--- config.mk ---
export PLATFORM = sky130hd
export DESIGN_NAME = mips_core
export DESIGN_NICKNAME = d
export VERILOG_FILES = /design/src/hdl/mips_pkg.sv /design/src/hdl/alu.sv /design/src/hdl/data_access.sv /design/src/hdl/decoder.sv /design/src/hdl/fetch_unit.sv /design/src/hdl/mem_arbiter.sv /design/src/hdl/mips_core.sv /design/src/hdl/regfile.sv
export SDC_FILE = /design/constraint.sdc
export NUM_CORES = 2
export LEC_CHECK = 0
export BUFFER_PORTS_ARGS = -buffer_cell sky130_fd_sc_hd__buf_4
export CAP_MARGIN = 20
export CELL_PAD_IN_SITES_DETAIL_PLACEMENT = 1
export CELL_PAD_IN_SITES_GLOBAL_PLACEMENT = 2
export CORE_MARGIN = 1.5
export CORE_UTILIZATION = 49
export CTS_CLUSTER_SIZE = 16
export DETAILED_ROUTE_END_ITERATION = 6
export GPL_TIMING_DRIVEN = 0
export PLACE_DENSITY_LB_ADDON = 0.1
export SLEW_MARGIN = 0
export SYNTH_ARGS = -nofsm -noshare
export SYNTH_HDL_FRONTEND = slang
export SYNTH_HIERARCHICAL = 1
export SYNTH_SLANG_ARGS = --single-unit
--- constraint.sdc ---
create_clock -name clk -period 16.2 [get_ports clk]
set_input_delay 0.81 -clock clk [delete_from_list [all_inputs] [get_ports clk]]
set_output_delay 0.81 -clock clk [all_outputs]
set_load 0.02 [all_outputs]
--- src/hdl/mips_pkg.sv ---
package mips_pkg;

    typedef logic [31:0] word_t;    // data and address word
    typedef logic [4:0]  reg_idx_t; // register number

    // primary opcodes, inst[31:26]
    localparam logic [5:0] op_special = 6'h00;
    localparam logic [5:0] op_j       = 6'h02;
    localparam logic [5:0] op_beq     = 6'h04;
    localparam logic [5:0] op_addiu   = 6'h09;
    localparam logic [5:0] op_lw      = 6'h23;
    localparam logic [5:0] op_sw      = 6'h2b;

    // function codes for op_special, inst[5:0]
    localparam logic [5:0] fn_syscall = 6'h0c;
    localparam logic [5:0] fn_addu    = 6'h21;
    localparam logic [5:0] fn_subu    = 6'h23;
    localparam logic [5:0] fn_and     = 6'h24;
    localparam logic [5:0] fn_or      = 6'h25;
    localparam logic [5:0] fn_slt     = 6'h2a;

    typedef enum logic [2:0] {
        alu_add,
        alu_sub,
        alu_and,
        alu_or,
        alu_slt
    } alu_op_t;

    typedef struct packed {
        alu_op_t  alu_op;
        logic     alu_src;   // sign-extended immediate replaces rt
        logic     reg_write;
        reg_idx_t dest;      // rd for r-type, rt for addiu and lw
        logic     mem_read;
        logic     mem_write;
        logic     branch;
        logic     jump;
        logic     halt;
        logic     illegal;
    } ctrl_t;

    typedef struct packed {
        logic  valid;
        logic  write;
        word_t addr;
        word_t wdata;
    } mem_req_t;

    typedef struct packed {
        logic  done;  // one-cycle pulse
        word_t rdata;
    } mem_rsp_t;

    typedef struct packed {
        logic  psel;
        logic  penable;
        logic  pwrite;
        word_t paddr;
        word_t pwdata;
    } apb_req_t;

    typedef struct packed {
        word_t prdata;
        logic  pready;
    } apb_rsp_t;

endpackage

--- src/hdl/alu.sv ---
`timescale 1ns/100ps

module alu import mips_pkg::*; (
    input  word_t   a,
    input  word_t   b,
    input  alu_op_t op,
    output word_t   result,
    output logic    zero
);

    logic lt_signed;

    assign lt_signed = $signed(a) < $signed(b);

    always_comb begin
        case (op)
            alu_add: result = a + b;               // wraps, no overflow trap
            alu_sub: result = a - b;
            alu_and: result = a & b;
            alu_or:  result = a | b;
            alu_slt: result = {31'd0, lt_signed};
            default: result = '0;
        endcase
    end

    assign zero = (result == '0);                  // beq compare

endmodule

--- src/hdl/data_access.sv ---
`timescale 1ns/100ps

module data_access import mips_pkg::*; (
    input  logic     clk,
    input  logic     rst_b,
    input  logic     mem_start,
    input  logic     mem_is_store,
    input  word_t    mem_addr,
    input  word_t    mem_wdata,
    input  mem_rsp_t data_rsp,
    output mem_req_t data_req,
    output logic     load_done,
    output word_t    load_data
);

    logic  req_valid, req_write;
    word_t req_addr, req_wdata;                  // held until done

    always_ff @(posedge clk) begin
        if (!rst_b) begin
            req_valid <= 1'b0;
            req_write <= 1'b0;
        end else if (mem_start) begin
            req_valid <= 1'b1;
            req_write <= mem_is_store;
            req_addr  <= mem_addr;
            req_wdata <= mem_wdata;
        end else if (data_rsp.done) begin
            req_valid <= 1'b0;
        end
    end

    always_comb begin
        data_req.valid = req_valid;
        data_req.write = req_write;
        data_req.addr  = req_addr;
        data_req.wdata = req_wdata;
    end

    assign load_done = data_rsp.done && req_valid; // stores pulse too
    assign load_data = data_rsp.rdata;

    a_no_overlap: assert property (@(posedge clk) disable iff (!rst_b)
        mem_start |-> !req_valid);

endmodule

--- src/hdl/decoder.sv ---
`timescale 1ns/100ps

module decoder import mips_pkg::*; (
    input  word_t inst,
    output ctrl_t ctrl
);

    logic [5:0] opcode, funct;

    assign opcode = inst[31:26];
    assign funct  = inst[5:0];

    always_comb begin
        ctrl        = '0;
        ctrl.alu_op = alu_add;
        case (opcode)
            op_special: begin
                ctrl.reg_write = 1'b1;
                ctrl.dest      = inst[15:11];     // rd
                case (funct)
                    fn_addu:    ctrl.alu_op = alu_add;
                    fn_subu:    ctrl.alu_op = alu_sub;
                    fn_and:     ctrl.alu_op = alu_and;
                    fn_or:      ctrl.alu_op = alu_or;
                    fn_slt:     ctrl.alu_op = alu_slt;
                    fn_syscall: begin
                        ctrl.reg_write = 1'b0;
                        ctrl.halt      = 1'b1;
                    end
                    default: begin
                        ctrl.reg_write = 1'b0;
                        ctrl.illegal   = 1'b1; // unsupported funct
                    end
                endcase
            end
            op_addiu: begin
                ctrl.alu_src   = 1'b1;
                ctrl.reg_write = 1'b1;
                ctrl.dest      = inst[20:16];     // rt
            end
            op_lw: begin
                ctrl.alu_src   = 1'b1;            // base + offset
                ctrl.reg_write = 1'b1;
                ctrl.dest      = inst[20:16];
                ctrl.mem_read  = 1'b1;
            end
            op_sw: begin
                ctrl.alu_src   = 1'b1;
                ctrl.mem_write = 1'b1;
            end
            op_beq: begin
                ctrl.alu_op = alu_sub;            // zero flag means equal
                ctrl.branch = 1'b1;
            end
            op_j:    ctrl.jump    = 1'b1;
            default: ctrl.illegal = 1'b1;
        endcase
    end

endmodule

--- src/hdl/fetch_unit.sv ---
`timescale 1ns/100ps

module fetch_unit import mips_pkg::*; (
    input  logic     clk,
    input  logic     rst_b,
    input  mem_rsp_t fetch_rsp,
    input  ctrl_t    ctrl,
    input  word_t    alu_result,
    input  logic     zero,
    input  word_t    rs_data,
    input  word_t    rt_data,
    input  logic     load_done,
    input  word_t    load_data,
    output mem_req_t fetch_req,
    output word_t    inst,
    output reg_idx_t rs_num,
    output reg_idx_t rt_num,
    output word_t    alu_a,
    output word_t    alu_b,
    output logic     mem_start,
    output word_t    mem_addr,
    output word_t    mem_wdata,
    output logic     mem_is_store,
    output logic     rd_we,
    output reg_idx_t rd_num,
    output word_t    rd_data,
    output logic     halted
);

    typedef enum logic [1:0] {st_fetch, st_exec, st_mem, st_halt} fstate_t;

    fstate_t state;
    word_t   pc;
    logic    req_valid, req_is_pf;      // outstanding fetch, prefetch flag
    word_t   req_addr;
    logic    pf_valid;                  // one-entry prefetch buffer
    word_t   pf_addr, pf_data;
    word_t   pc_plus4, imm_sext, pc_next;
    logic    is_mem, pf_hit;

    assign pc_plus4 = pc + 32'd4;
    assign imm_sext = {{16{inst[15]}}, inst[15:0]};
    assign is_mem   = ctrl.mem_read | ctrl.mem_write;
    assign pf_hit   = pf_valid && (pf_addr == pc); // tag match against pc

    always_comb begin
        if (ctrl.jump)
            pc_next = {pc_plus4[31:28], inst[25:0], 2'b00};
        else if (ctrl.branch && zero)
            pc_next = pc_plus4 + (imm_sext << 2);
        else
            pc_next = pc_plus4;
    end

    always_comb begin
        fetch_req.valid = req_valid;
        fetch_req.write = 1'b0;                  // fetches only read
        fetch_req.addr  = req_addr;
        fetch_req.wdata = '0;
    end

    assign rs_num       = inst[25:21];
    assign rt_num       = inst[20:16];
    assign alu_a        = rs_data;
    assign alu_b        = ctrl.alu_src ? imm_sext : rt_data;
    assign mem_start    = (state == st_exec) && is_mem; // one-cycle start pulse
    assign mem_addr     = alu_result;
    assign mem_wdata    = rt_data;
    assign mem_is_store = ctrl.mem_write;
    assign rd_num       = ctrl.dest;
    assign rd_data      = ctrl.mem_read ? load_data : alu_result;
    assign rd_we        = ((state == st_exec) && ctrl.reg_write && !ctrl.mem_read) ||
                          ((state == st_mem) && load_done && ctrl.reg_write);
    assign halted       = (state == st_halt);

    always_ff @(posedge clk) begin
        if (!rst_b) begin
            state     <= st_fetch;
            pc        <= '0;
            req_valid <= 1'b0;
            req_is_pf <= 1'b0;
            pf_valid  <= 1'b0;
        end else begin
            if (fetch_rsp.done) begin
                req_valid <= 1'b0;
                if (req_is_pf) begin            // fill the tagged buffer
                    pf_valid <= 1'b1;
                    pf_addr  <= req_addr;
                    pf_data  <= fetch_rsp.rdata;
                end else begin
                    inst  <= fetch_rsp.rdata;
                    state <= st_exec;
                end
            end
            case (state)
                st_fetch: begin
                    if (pf_hit) begin           // skip the fetch transfer
                        inst     <= pf_data;
                        pf_valid <= 1'b0;
                        state    <= st_exec;
                    end else if (!req_valid) begin
                        req_valid <= 1'b1;
                        req_addr  <= pc;
                        req_is_pf <= 1'b0;
                        pf_valid  <= 1'b0;      // stale entry goes
                    end
                end
                st_exec: begin
                    if (ctrl.halt || ctrl.illegal) begin
                        state <= st_halt;
                    end else if (is_mem) begin
                        state <= st_mem;
                        if (!req_valid && !pf_valid) begin // prefetch pc+4
                            req_valid <= 1'b1;
                            req_addr  <= pc_plus4;
                            req_is_pf <= 1'b1;
                        end
                    end else begin
                        pc    <= pc_next;
                        state <= st_fetch;
                        if (pc_next != pc_plus4)
                            pf_valid <= 1'b0;   // redirect drops the prefetch
                    end
                end
                st_mem: begin
                    if (load_done) begin        // lw and sw never redirect
                        pc    <= pc_plus4;
                        state <= st_fetch;
                    end
                end
                default: ;                      // halted until reset
            endcase
        end
    end

    // a write to r0 must not show up on a later read of r0
    a_r0_zero: assert property (@(posedge clk) disable iff (!rst_b)
        (rd_we && rd_num == 5'd0) |=> (rs_num != 5'd0 || rs_data == '0));

    a_pc_aligned: assert property (@(posedge clk) disable iff (!rst_b)
        (state != st_halt) |-> (pc[1:0] == 2'b00 && (!req_valid || req_addr[1:0] == 2'b00)));

endmodule

--- src/hdl/mem_arbiter.sv ---
`timescale 1ns/100ps

module mem_arbiter import mips_pkg::*; (
    input  logic     clk,
    input  logic     rst_b,
    input  mem_req_t data_req,
    input  mem_req_t fetch_req,
    output mem_rsp_t data_rsp,
    output mem_rsp_t fetch_rsp,
    output apb_req_t apb_out,
    input  apb_rsp_t apb_in
);

    typedef enum logic [1:0] {ar_idle, ar_setup, ar_access} astate_t;

    astate_t  state;
    logic     owner_data;                        // high when data_access owns the grant
    mem_req_t sel_req;
    logic     xfer_done;

    assign sel_req   = owner_data ? data_req : fetch_req;
    assign xfer_done = (state == ar_access) && apb_in.pready;

    always_ff @(posedge clk) begin
        if (!rst_b) begin
            state      <= ar_idle;
            owner_data <= 1'b0;
        end else begin
            case (state)
                ar_idle: if (data_req.valid || fetch_req.valid) begin
                    owner_data <= data_req.valid; // data wins a tie
                    state      <= ar_setup;
                end
                ar_setup:  state <= ar_access;
                ar_access: if (apb_in.pready) state <= ar_idle;
                default:   state <= ar_idle;
            endcase
        end
    end

    always_comb begin
        apb_out.psel    = (state != ar_idle);
        apb_out.penable = (state == ar_access);
        apb_out.pwrite  = apb_out.psel && sel_req.write;
        apb_out.paddr   = sel_req.addr;
        apb_out.pwdata  = sel_req.wdata;
        data_rsp.done   = xfer_done && owner_data;  // only the owner sees done
        data_rsp.rdata  = owner_data ? apb_in.prdata : '0;
        fetch_rsp.done  = xfer_done && !owner_data;
        fetch_rsp.rdata = owner_data ? '0 : apb_in.prdata;
    end

    a_paddr_stable: assert property (@(posedge clk) disable iff (!rst_b)
        (apb_out.psel && !xfer_done) |=> $stable(apb_out.paddr));

    // setup must carry a live request from the granted owner
    a_setup_first: assert property (@(posedge clk) disable iff (!rst_b)
        $rose(apb_out.penable) |->
            $past(apb_out.psel && !apb_out.penable && sel_req.valid));

endmodule

--- src/hdl/mips_core.sv ---
`timescale 1ns/100ps

module mips_core import mips_pkg::*; (
    input  logic     clk,
    input  logic     rst_b,
    output apb_req_t apb_out,
    input  apb_rsp_t apb_in,
    output logic     halted
);

    mem_req_t fetch_req, data_req;   // requester side of the arbiter
    mem_rsp_t fetch_rsp, data_rsp;
    word_t    inst;
    ctrl_t    ctrl;
    reg_idx_t rs_num, rt_num, rd_num;
    word_t    rs_data, rt_data, rd_data;
    logic     rd_we;
    word_t    alu_a, alu_b, alu_result;
    logic     zero;
    logic     mem_start, mem_is_store, load_done;
    word_t    mem_addr, mem_wdata, load_data;

    fetch_unit fetch_unit0 (
        .clk, .rst_b,
        .fetch_rsp, .ctrl, .alu_result, .zero, .rs_data, .rt_data,
        .load_done, .load_data,
        .fetch_req, .inst, .rs_num, .rt_num, .alu_a, .alu_b,
        .mem_start, .mem_addr, .mem_wdata, .mem_is_store,
        .rd_we, .rd_num, .rd_data, .halted
    );

    decoder decoder0 (.inst, .ctrl);

    alu alu0 (.a(alu_a), .b(alu_b), .op(ctrl.alu_op), .result(alu_result), .zero);

    regfile regfile0 (
        .clk, .rst_b,
        .rs_num, .rt_num, .rd_num, .rd_data, .rd_we,
        .rs_data, .rt_data
    );

    data_access data_access0 (
        .clk, .rst_b,
        .mem_start, .mem_is_store, .mem_addr, .mem_wdata,
        .data_rsp, .data_req, .load_done, .load_data
    );

    mem_arbiter mem_arbiter0 (
        .clk, .rst_b,
        .data_req, .fetch_req, .data_rsp, .fetch_rsp,
        .apb_out, .apb_in
    );

endmodule

--- src/hdl/regfile.sv ---
`timescale 1ns/100ps

module regfile import mips_pkg::*; (
    input  logic     clk,
    input  logic     rst_b,
    input  reg_idx_t rs_num,
    input  reg_idx_t rt_num,
    input  reg_idx_t rd_num,
    input  word_t    rd_data,
    input  logic     rd_we,
    output word_t    rs_data,
    output word_t    rt_data
);

    word_t regs [32];

    always_ff @(posedge clk) begin
        if (!rst_b) begin
            for (int i = 0; i < 32; i++)
                regs[i] <= '0;                     // all registers clear
        end else if (rd_we && rd_num != 5'd0) begin
            regs[rd_num] <= rd_data;
        end
    end

    // async reads, r0 hardwired
    assign rs_data = (rs_num == 5'd0) ? '0 : regs[rs_num];
    assign rt_data = (rt_num == 5'd0) ? '0 : regs[rt_num];

endmodule

# == Word-level counts from Yosys, hierarchy flattened ==
# Memory sizes are Yosys's and may differ from the RTL's. A register that Yosys moved wholly into a read port is not among the register bits.
# Cells that the tools add are included.
# word_totals
register_bits,234
ram_bits,1024
input_bits,35
out_inout_bits,68
word_cells,180
memories,1
# mem_list
name,words,width,read_ports,rd_ports_with_merged_regs,write_ports,line,text
regfile0.regs,32,32,2,2,32,regfile.sv:15,word_t regs [32];
# op_classes
add_sub_neg,4
magnitude_cmp,1
n_eq_ne,31
mux,79
bitwise,3
n_reduce_logical,46
# ops
op,count
32-bit 2-to-1 mux,21
32-bit case mux with 5 select lines,1
32-bit case mux with 2 select lines,2
65-bit 2-to-1 mux,1
32-bit adder,2
6-bit == test (second input constant),7
1-bit 2-to-1 mux,34
32-bit by 3-bit adder with 32-bit output (second input constant),1
32-bit bitwise AND,1
32-bit == test,1
32-bit zero test,1
32-bit less-than comparator,1
32-bit inequality test,1
32-bit bitwise OR,1
32-bit OR reduction,1
32-bit subtractor,1
2-bit 2-to-1 mux,8
5-bit 2-to-1 mux,3
1-bit logical AND,14
6-bit by 4-bit == test with 1-bit output (second input constant),2
2-bit case mux with 3 select lines,2
3-bit case mux with 4 select lines,1
6-bit case mux with 2 select lines,1
5-bit zero test,2
other kinds (28),54

# == Logic depth before layout (Yosys ltp) ==
# logic_depth
word_depth,15
depth_mapped,37
mapped_depth_nobuf,29

# == By module ==
# Netlist, hierarchy kept.
# modules_own_cells
mod,n_inst,cells_per_inst,area_each_um2,seq_area_each_um2
regfile,1,3509,54239.5,30749.5
fetch_unit,1,1393,12953.7,4584.4
alu,1,804,5228.8,0.0
data_access,1,106,2260.9,1961.9
mem_arbiter,1,162,1416.4,60.1
decoder,1,45,314.1,0.0

# == Least setup slack after synthesis ==
# OpenSTA, ideal clock, no wires.
# synth_timing
kind,register -> register
startpoint,register fetch_unit0.inst[16]
endpoint,register fetch_unit0.pf_valid
setup_time_ps,84
t_arrival_ps,6874
required_ps,16116
setup_slack_ps,9242
path_stages_with_launch,35
n_path_buf,7
synth_period_minus_slack_ps,6958
path_cell_list,edfxtp_1 > buf_4 > buf_6 > buf_6 > buf_4 > buf_2 > mux4_2 > a211oi_1 > nor3_1 > mux2_2 > inv_1 > ha_1 > buf_2 > and3_1 > nand4_1 > o221ai_1 > o211ai_1 > a211oi_2 > or4b_1 > a21oi_1 > a21oi_1 > xor2_1 > o22ai_1 > and4b_1 > and3b_1 > clkbuf_1 > a221oi_1 > o2111ai_1 > a211oi_1 > nand4_1 > a2111oi_0 > o211ai_1 > nor4_1 > nand4_1 > o31ai_2
# synth_via
elab_chain_len,14
word_cells_on_any_way,18
cone_classes,add/sub (2); order compare (1); eq/ne (1); mux (9); bitwise (2); reduce/logical (3)
# synth_rtl
item,line,text
"start, declared",fetch_unit.sv:15,"output word_t inst,"
"start signal, assigned",fetch_unit.sv:91,inst <= fetch_rsp.rdata;
"start signal, assigned",fetch_unit.sv:98,inst <= pf_data;
5-bit zero test (*),regfile.sv:28,assign rt_data = (rt_num == 5'd0) ? '0 : regs[rt_num];
32-bit 2-to-1 mux (*),regfile.sv:28,
via rt_data[8],mips_core.sv:16,"word_t rs_data, rt_data, rd_data;"
32-bit 2-to-1 mux (*),fetch_unit.sv:65,assign alu_b = ctrl.alu_src ? imm_sext : rt_data;
via alu_b[8],mips_core.sv:18,"word_t alu_a, alu_b, alu_result;"
32-bit subtractor or 32-bit adder (tied branches),"alu.sv:18, alu.sv:17",
32-bit case mux with 5 select lines (*),alu.sv:16,case (op)
via alu_result[29],mips_core.sv:18,
[1 not listed],-,
via zero,mips_core.sv:19,logic zero;
1-bit logical AND (*),fetch_unit.sv:49,else if (ctrl.branch && zero)
32-bit 2-to-1 mux (*),fetch_unit.sv:49,
32-bit 2-to-1 mux (*),fetch_unit.sv:47,if (ctrl.jump)
32-bit inequality test (*),fetch_unit.sv:121,if (pc_next != pc_plus4)
1-bit 2-to-1 mux (*),fetch_unit.sv:121,
1-bit 2-to-1 mux (*),fetch_unit.sv:111,end else if (is_mem) begin
1-bit 2-to-1 mux (*),fetch_unit.sv:109,if (ctrl.halt || ctrl.illegal) begin
1-bit case mux with 2 select lines (*),fetch_unit.sv:95,case (state)
"end signal, assigned",fetch_unit.sv:99,pf_valid <= 1'b0;
"end signal, assigned",fetch_unit.sv:105,pf_valid <= 1'b0;
"end signal, assigned",fetch_unit.sv:122,pf_valid <= 1'b0;
"end, declared",fetch_unit.sv:36,logic pf_valid;
# Mark *: on every way through the listed nets, which the timed path passes. The rest lies on a longest branch.
# A chain may end at the register's enable or synchronous reset.

# == Worst setup path after layout ==
# layout_timing
startpoint,register fetch_unit0.inst[18]
endpoint,register fetch_unit0.pf_valid
# The elaborated chain is that of the path after synthesis.

==> results.cfg <==
[critical_path]
worstSetupEndpointType = register
critPathRequiredTime_ns = 16.94
slowest_delay_ns = 1.01
slowest_stage = nand3b_1
crit_type = reg2reg
worstPathArrival_ns = 13.64
worst-path-max-fanout = 10
start_kind = register

[global_route]
grt_pass1_wl_mm = 464
grt-ovfl-total = 0
antenna_found_initial = 18
grt_max_degree = 65
grt_pass1_vias = 59200
grt_usage_pct = 42.5

[timing]
rsz0062_at_grt = no
max-slew-margin-rel_pct = -1.94
tightest_slew_ns = 1.52
setup_viol = 0
timing.final.crit_share_pct = 79.6
fin_crit_ns = 12.89
skew_ns = 0.0489
max_freq_mhz = 77.6
hold_viol_final = 0
finalSetupTns_ns = 0
report.final.slew_viol_count = 2

[floorplanning]
dieWidth_um = 398
num_rows = 144
ios = 103
design.core.area_um2 = 154000
die-area_um2 = 158000
die_h_um = 398
floorplan.initialDensity_pct = 49.5

[synth]
synth-seq-cells = 1258
yosysSeqAreaShare_pct = 48.9
synth_fa_ha_area_share_pct = 2.44
post_synth_xor_area_fraction_pct = 2.13
synthSimpleGateAreaFrac_pct = 14.0
syn_inst = 6019
synth-edff-count = 1216
synth_flop_cell = edfxtp_1
syn_area_um2 = 76400
synthMuxAreaShare_pct = 18.6
synth_compound_area_share_pct = 8.09
synthArstFlopShare_pct = 0
synth_top_family_by_area = multiplexers
synth_cell_types = 113
syn_avg_cell_area_um2 = 12.7
synth-warning-count = 6

[clock_tree]
clk_latency_ns = 0.83
cts-resized-gates = 0
cts_max_level = 4
numCtsBuffers = 143
clockRootBuffer = clkbuf_16
cts_hold_buf = 0
clk_path_buf_depth = 3
cts_tree = yes
clk_pin_slew_ns = 0.06
cts.sinks = 1258
post_cts_buffers = 0

[place]
hpwl_mm = 251
dp_cells = 8341
detailed_place.area_um2 = 82300
routabilityCongestion = 1.07
portBuffers = 102

[cells_and_area]
nets = 6639
utilization_pct = 56.3
layout_commonest_cell = edfxtp_1
most-common-layout-cells = edfxtp_1 (1,216), and2_1 (1,044), mux4_2 (470)
fin_area_um2 = 87000
drive_above_1_share_pct = 22.9
final-instance-count-excl-fill = 8619
area_growth_pct = 13.9

[pwr]
ir_drop_mv = 0.114
switching_share_pct = 36.3
pwr-share-seq_pct = 38.1
switching_power_w = 0.00360
p_int_w = 0.00631
clkPwrFrac_pct = 32.2
combPwrFrac_pct = 29.7
power.density_nw_per_um2 = 114
leakagePower_nw = 32.7

[drt]
ant_nets = 0
first_pass_iters = 7
via_count = 58700
drt-vias-per-instance = 6.81
wl_per_cell_um = 39.3
drc = 0
drt_wl_total_mm = 339
drt_iter0_markers = 8092

[outcome]
failed_checks = capacitance limit, slew limit
status = complete, but fails checks

[job]
maxCapViolCount = 1

[min_path]
worst_hold_path_type = in2reg
logic make-up (layout without fill, tap and decap cells):
| group | count (synthesis) | after routing |
|---|---|---|
| xor+xnor | 176 | 176 |
| flops | 1258 | 1258 |
| compound gates | 899 | 899 |
| mux | 812 | 812 |
| buf+inv | 864 | 1350 |
| simple gates | 1861 | 1861 |
| other cells | 2 | 72 |
| fa+ha+maj | 147 | 147 |
power by group through the flow:
stage / logic [W] / clock network (W) / registers (W)
5_1_grt: 0.00296 / 0.00331 / 0.00378
3_3_place_gp: 0.00264 / 0 / 0.00385
3_5_place_dp: 0.00277 / 0 / 0.00384
4_1_cts: 0.00278 / 0.00321 / 0.00377
2_1_floorplan: 0.00145 / 0 / 0.00380
6_report: 0.00294 / 0.00319 / 0.00378
worst max-delay path: cells and delay by family, from the launching register on:
family / cells / cell delay [ns]
and+or+nand+nor: 10 / 3.84
AOI/OAI and AO/OA: 14 / 4.49
buffers and inverters: 10 / 3.05
adders and majority gates: 1 / 0.29
DFF: 1 / 0.64
muxes: 1 / 0.34
xor gates and xnor gates: 1 / 0.09
state kept, by name, indices dropped and copies added, names as in the netlist:
name	count
regfile0/regs	1024
data_access0/req_addr	32
data_access0/req_wdata	32
fetch_unit0/inst	32
fetch_unit0/pc	32
fetch_unit0/pf_addr	32
fetch_unit0/pf_data	32
fetch_unit0/req_addr	32
fetch_unit0/state	2
mem_arbiter0/state	2
data_access0/req_valid	1
data_access0/req_write	1
fetch_unit0/pf_valid	1
fetch_unit0/req_is_pf	1
fetch_unit0/req_valid	1
mem_arbiter0/owner_data	1
area by class of cell:
class	instances	area, µm²
sequential	1258	37400
timing repair buffer	230	2760
antenna	7	17.5
buffer	715	3870
clock buffer	181	3760
fill	15400	67400
clock inverter	75	706
tap	2044	2560
inverter	149	559
multi-input combinational	3960	35400
stage by stage:
| stage | hold WS, ns | setup slack [ns] | power (W) |
|---|---|---|---|
| floorplan | 0.422 | 9.24 | 0.00525 |
| global placement | 0.509 | 2.75 | 0.00649 |
| detailed placement | 0.491 | 4.02 | 0.00661 |
| CTS | 0.335 | 3.91 | 0.00977 |
| global route | 0.380 | 3.35 | 0.0101 |
| finish | 0.374 | 3.31 | 0.00991 |
metal layers:
| layer | GRT usage (%) | vias up | routed length [µm] |
|---|---|---|---|
| met5 | 0.817 | - | 427 |
| met4 | 31.4 | 22 | 30200 |
| met3 | 14.4 | 1207 | 40400 |
| met2 | 64.1 | 4196 | 150000 |
| met1 | 50.7 | 30000 | 118000 |
| li1 | - | 23300 | - |
synth_stat cells, drive strengths merged, types with 15 or more instances:
cell type | count | share of area [%]
o211ai | 31 | 0.30
o21a | 16 | 0.16
xor2 | 72 | 0.84
xnor2 | 99 | 1.1
a2111oi | 40 | 0.52
nand4 | 27 | 0.24
dfxtp | 42 | 1.1
buf | 361 | 3.3
ha | 144 | 2.4
nor2 | 232 | 1.1
edfxtp | 1216 | 48
a22oi | 27 | 0.27
and3 | 17 | 0.14
o21ai | 164 | 1.1
a211oi | 61 | 0.62
a21oi | 186 | 1.2
nor2b | 72 | 0.59
nand2b | 27 | 0.22
mux4 | 470 | 14
nand3 | 59 | 0.40
o221ai | 38 | 0.44
o22ai | 96 | 0.79
mux2 | 142 | 2.2
nand2 | 153 | 0.77
a221oi | 15 | 0.18
mux2i | 200 | 2.6
nor3 | 113 | 0.78
and2 | 1046 | 8.6
clkbuf | 354 | 1.7
nor4 | 35 | 0.33
a22o | 59 | 0.68
a21o | 20 | 0.20
a31oi | 21 | 0.17
inv | 149 | 0.73
final timing paths:
| kind | endpoint | depth (start not counted) | from | slack (ns) |
|---|---|---|---|---|
| max | fetch_unit0/pf_valid | 37 | fetch_unit0/inst[18] | 3.31 |
| min | fetch_unit0/pf_data[7] | 2 | apb_in[8] | 0.37 |
| max reg2reg | fetch_unit0/pf_valid | 37 | fetch_unit0/inst[18] | 3.31 |
| min reg2reg | fetch_unit0/pf_addr[0] | 0 | fetch_unit0/req_addr[0] | 0.50 |
Note: power is estimated with default switching activity, not from simulation.
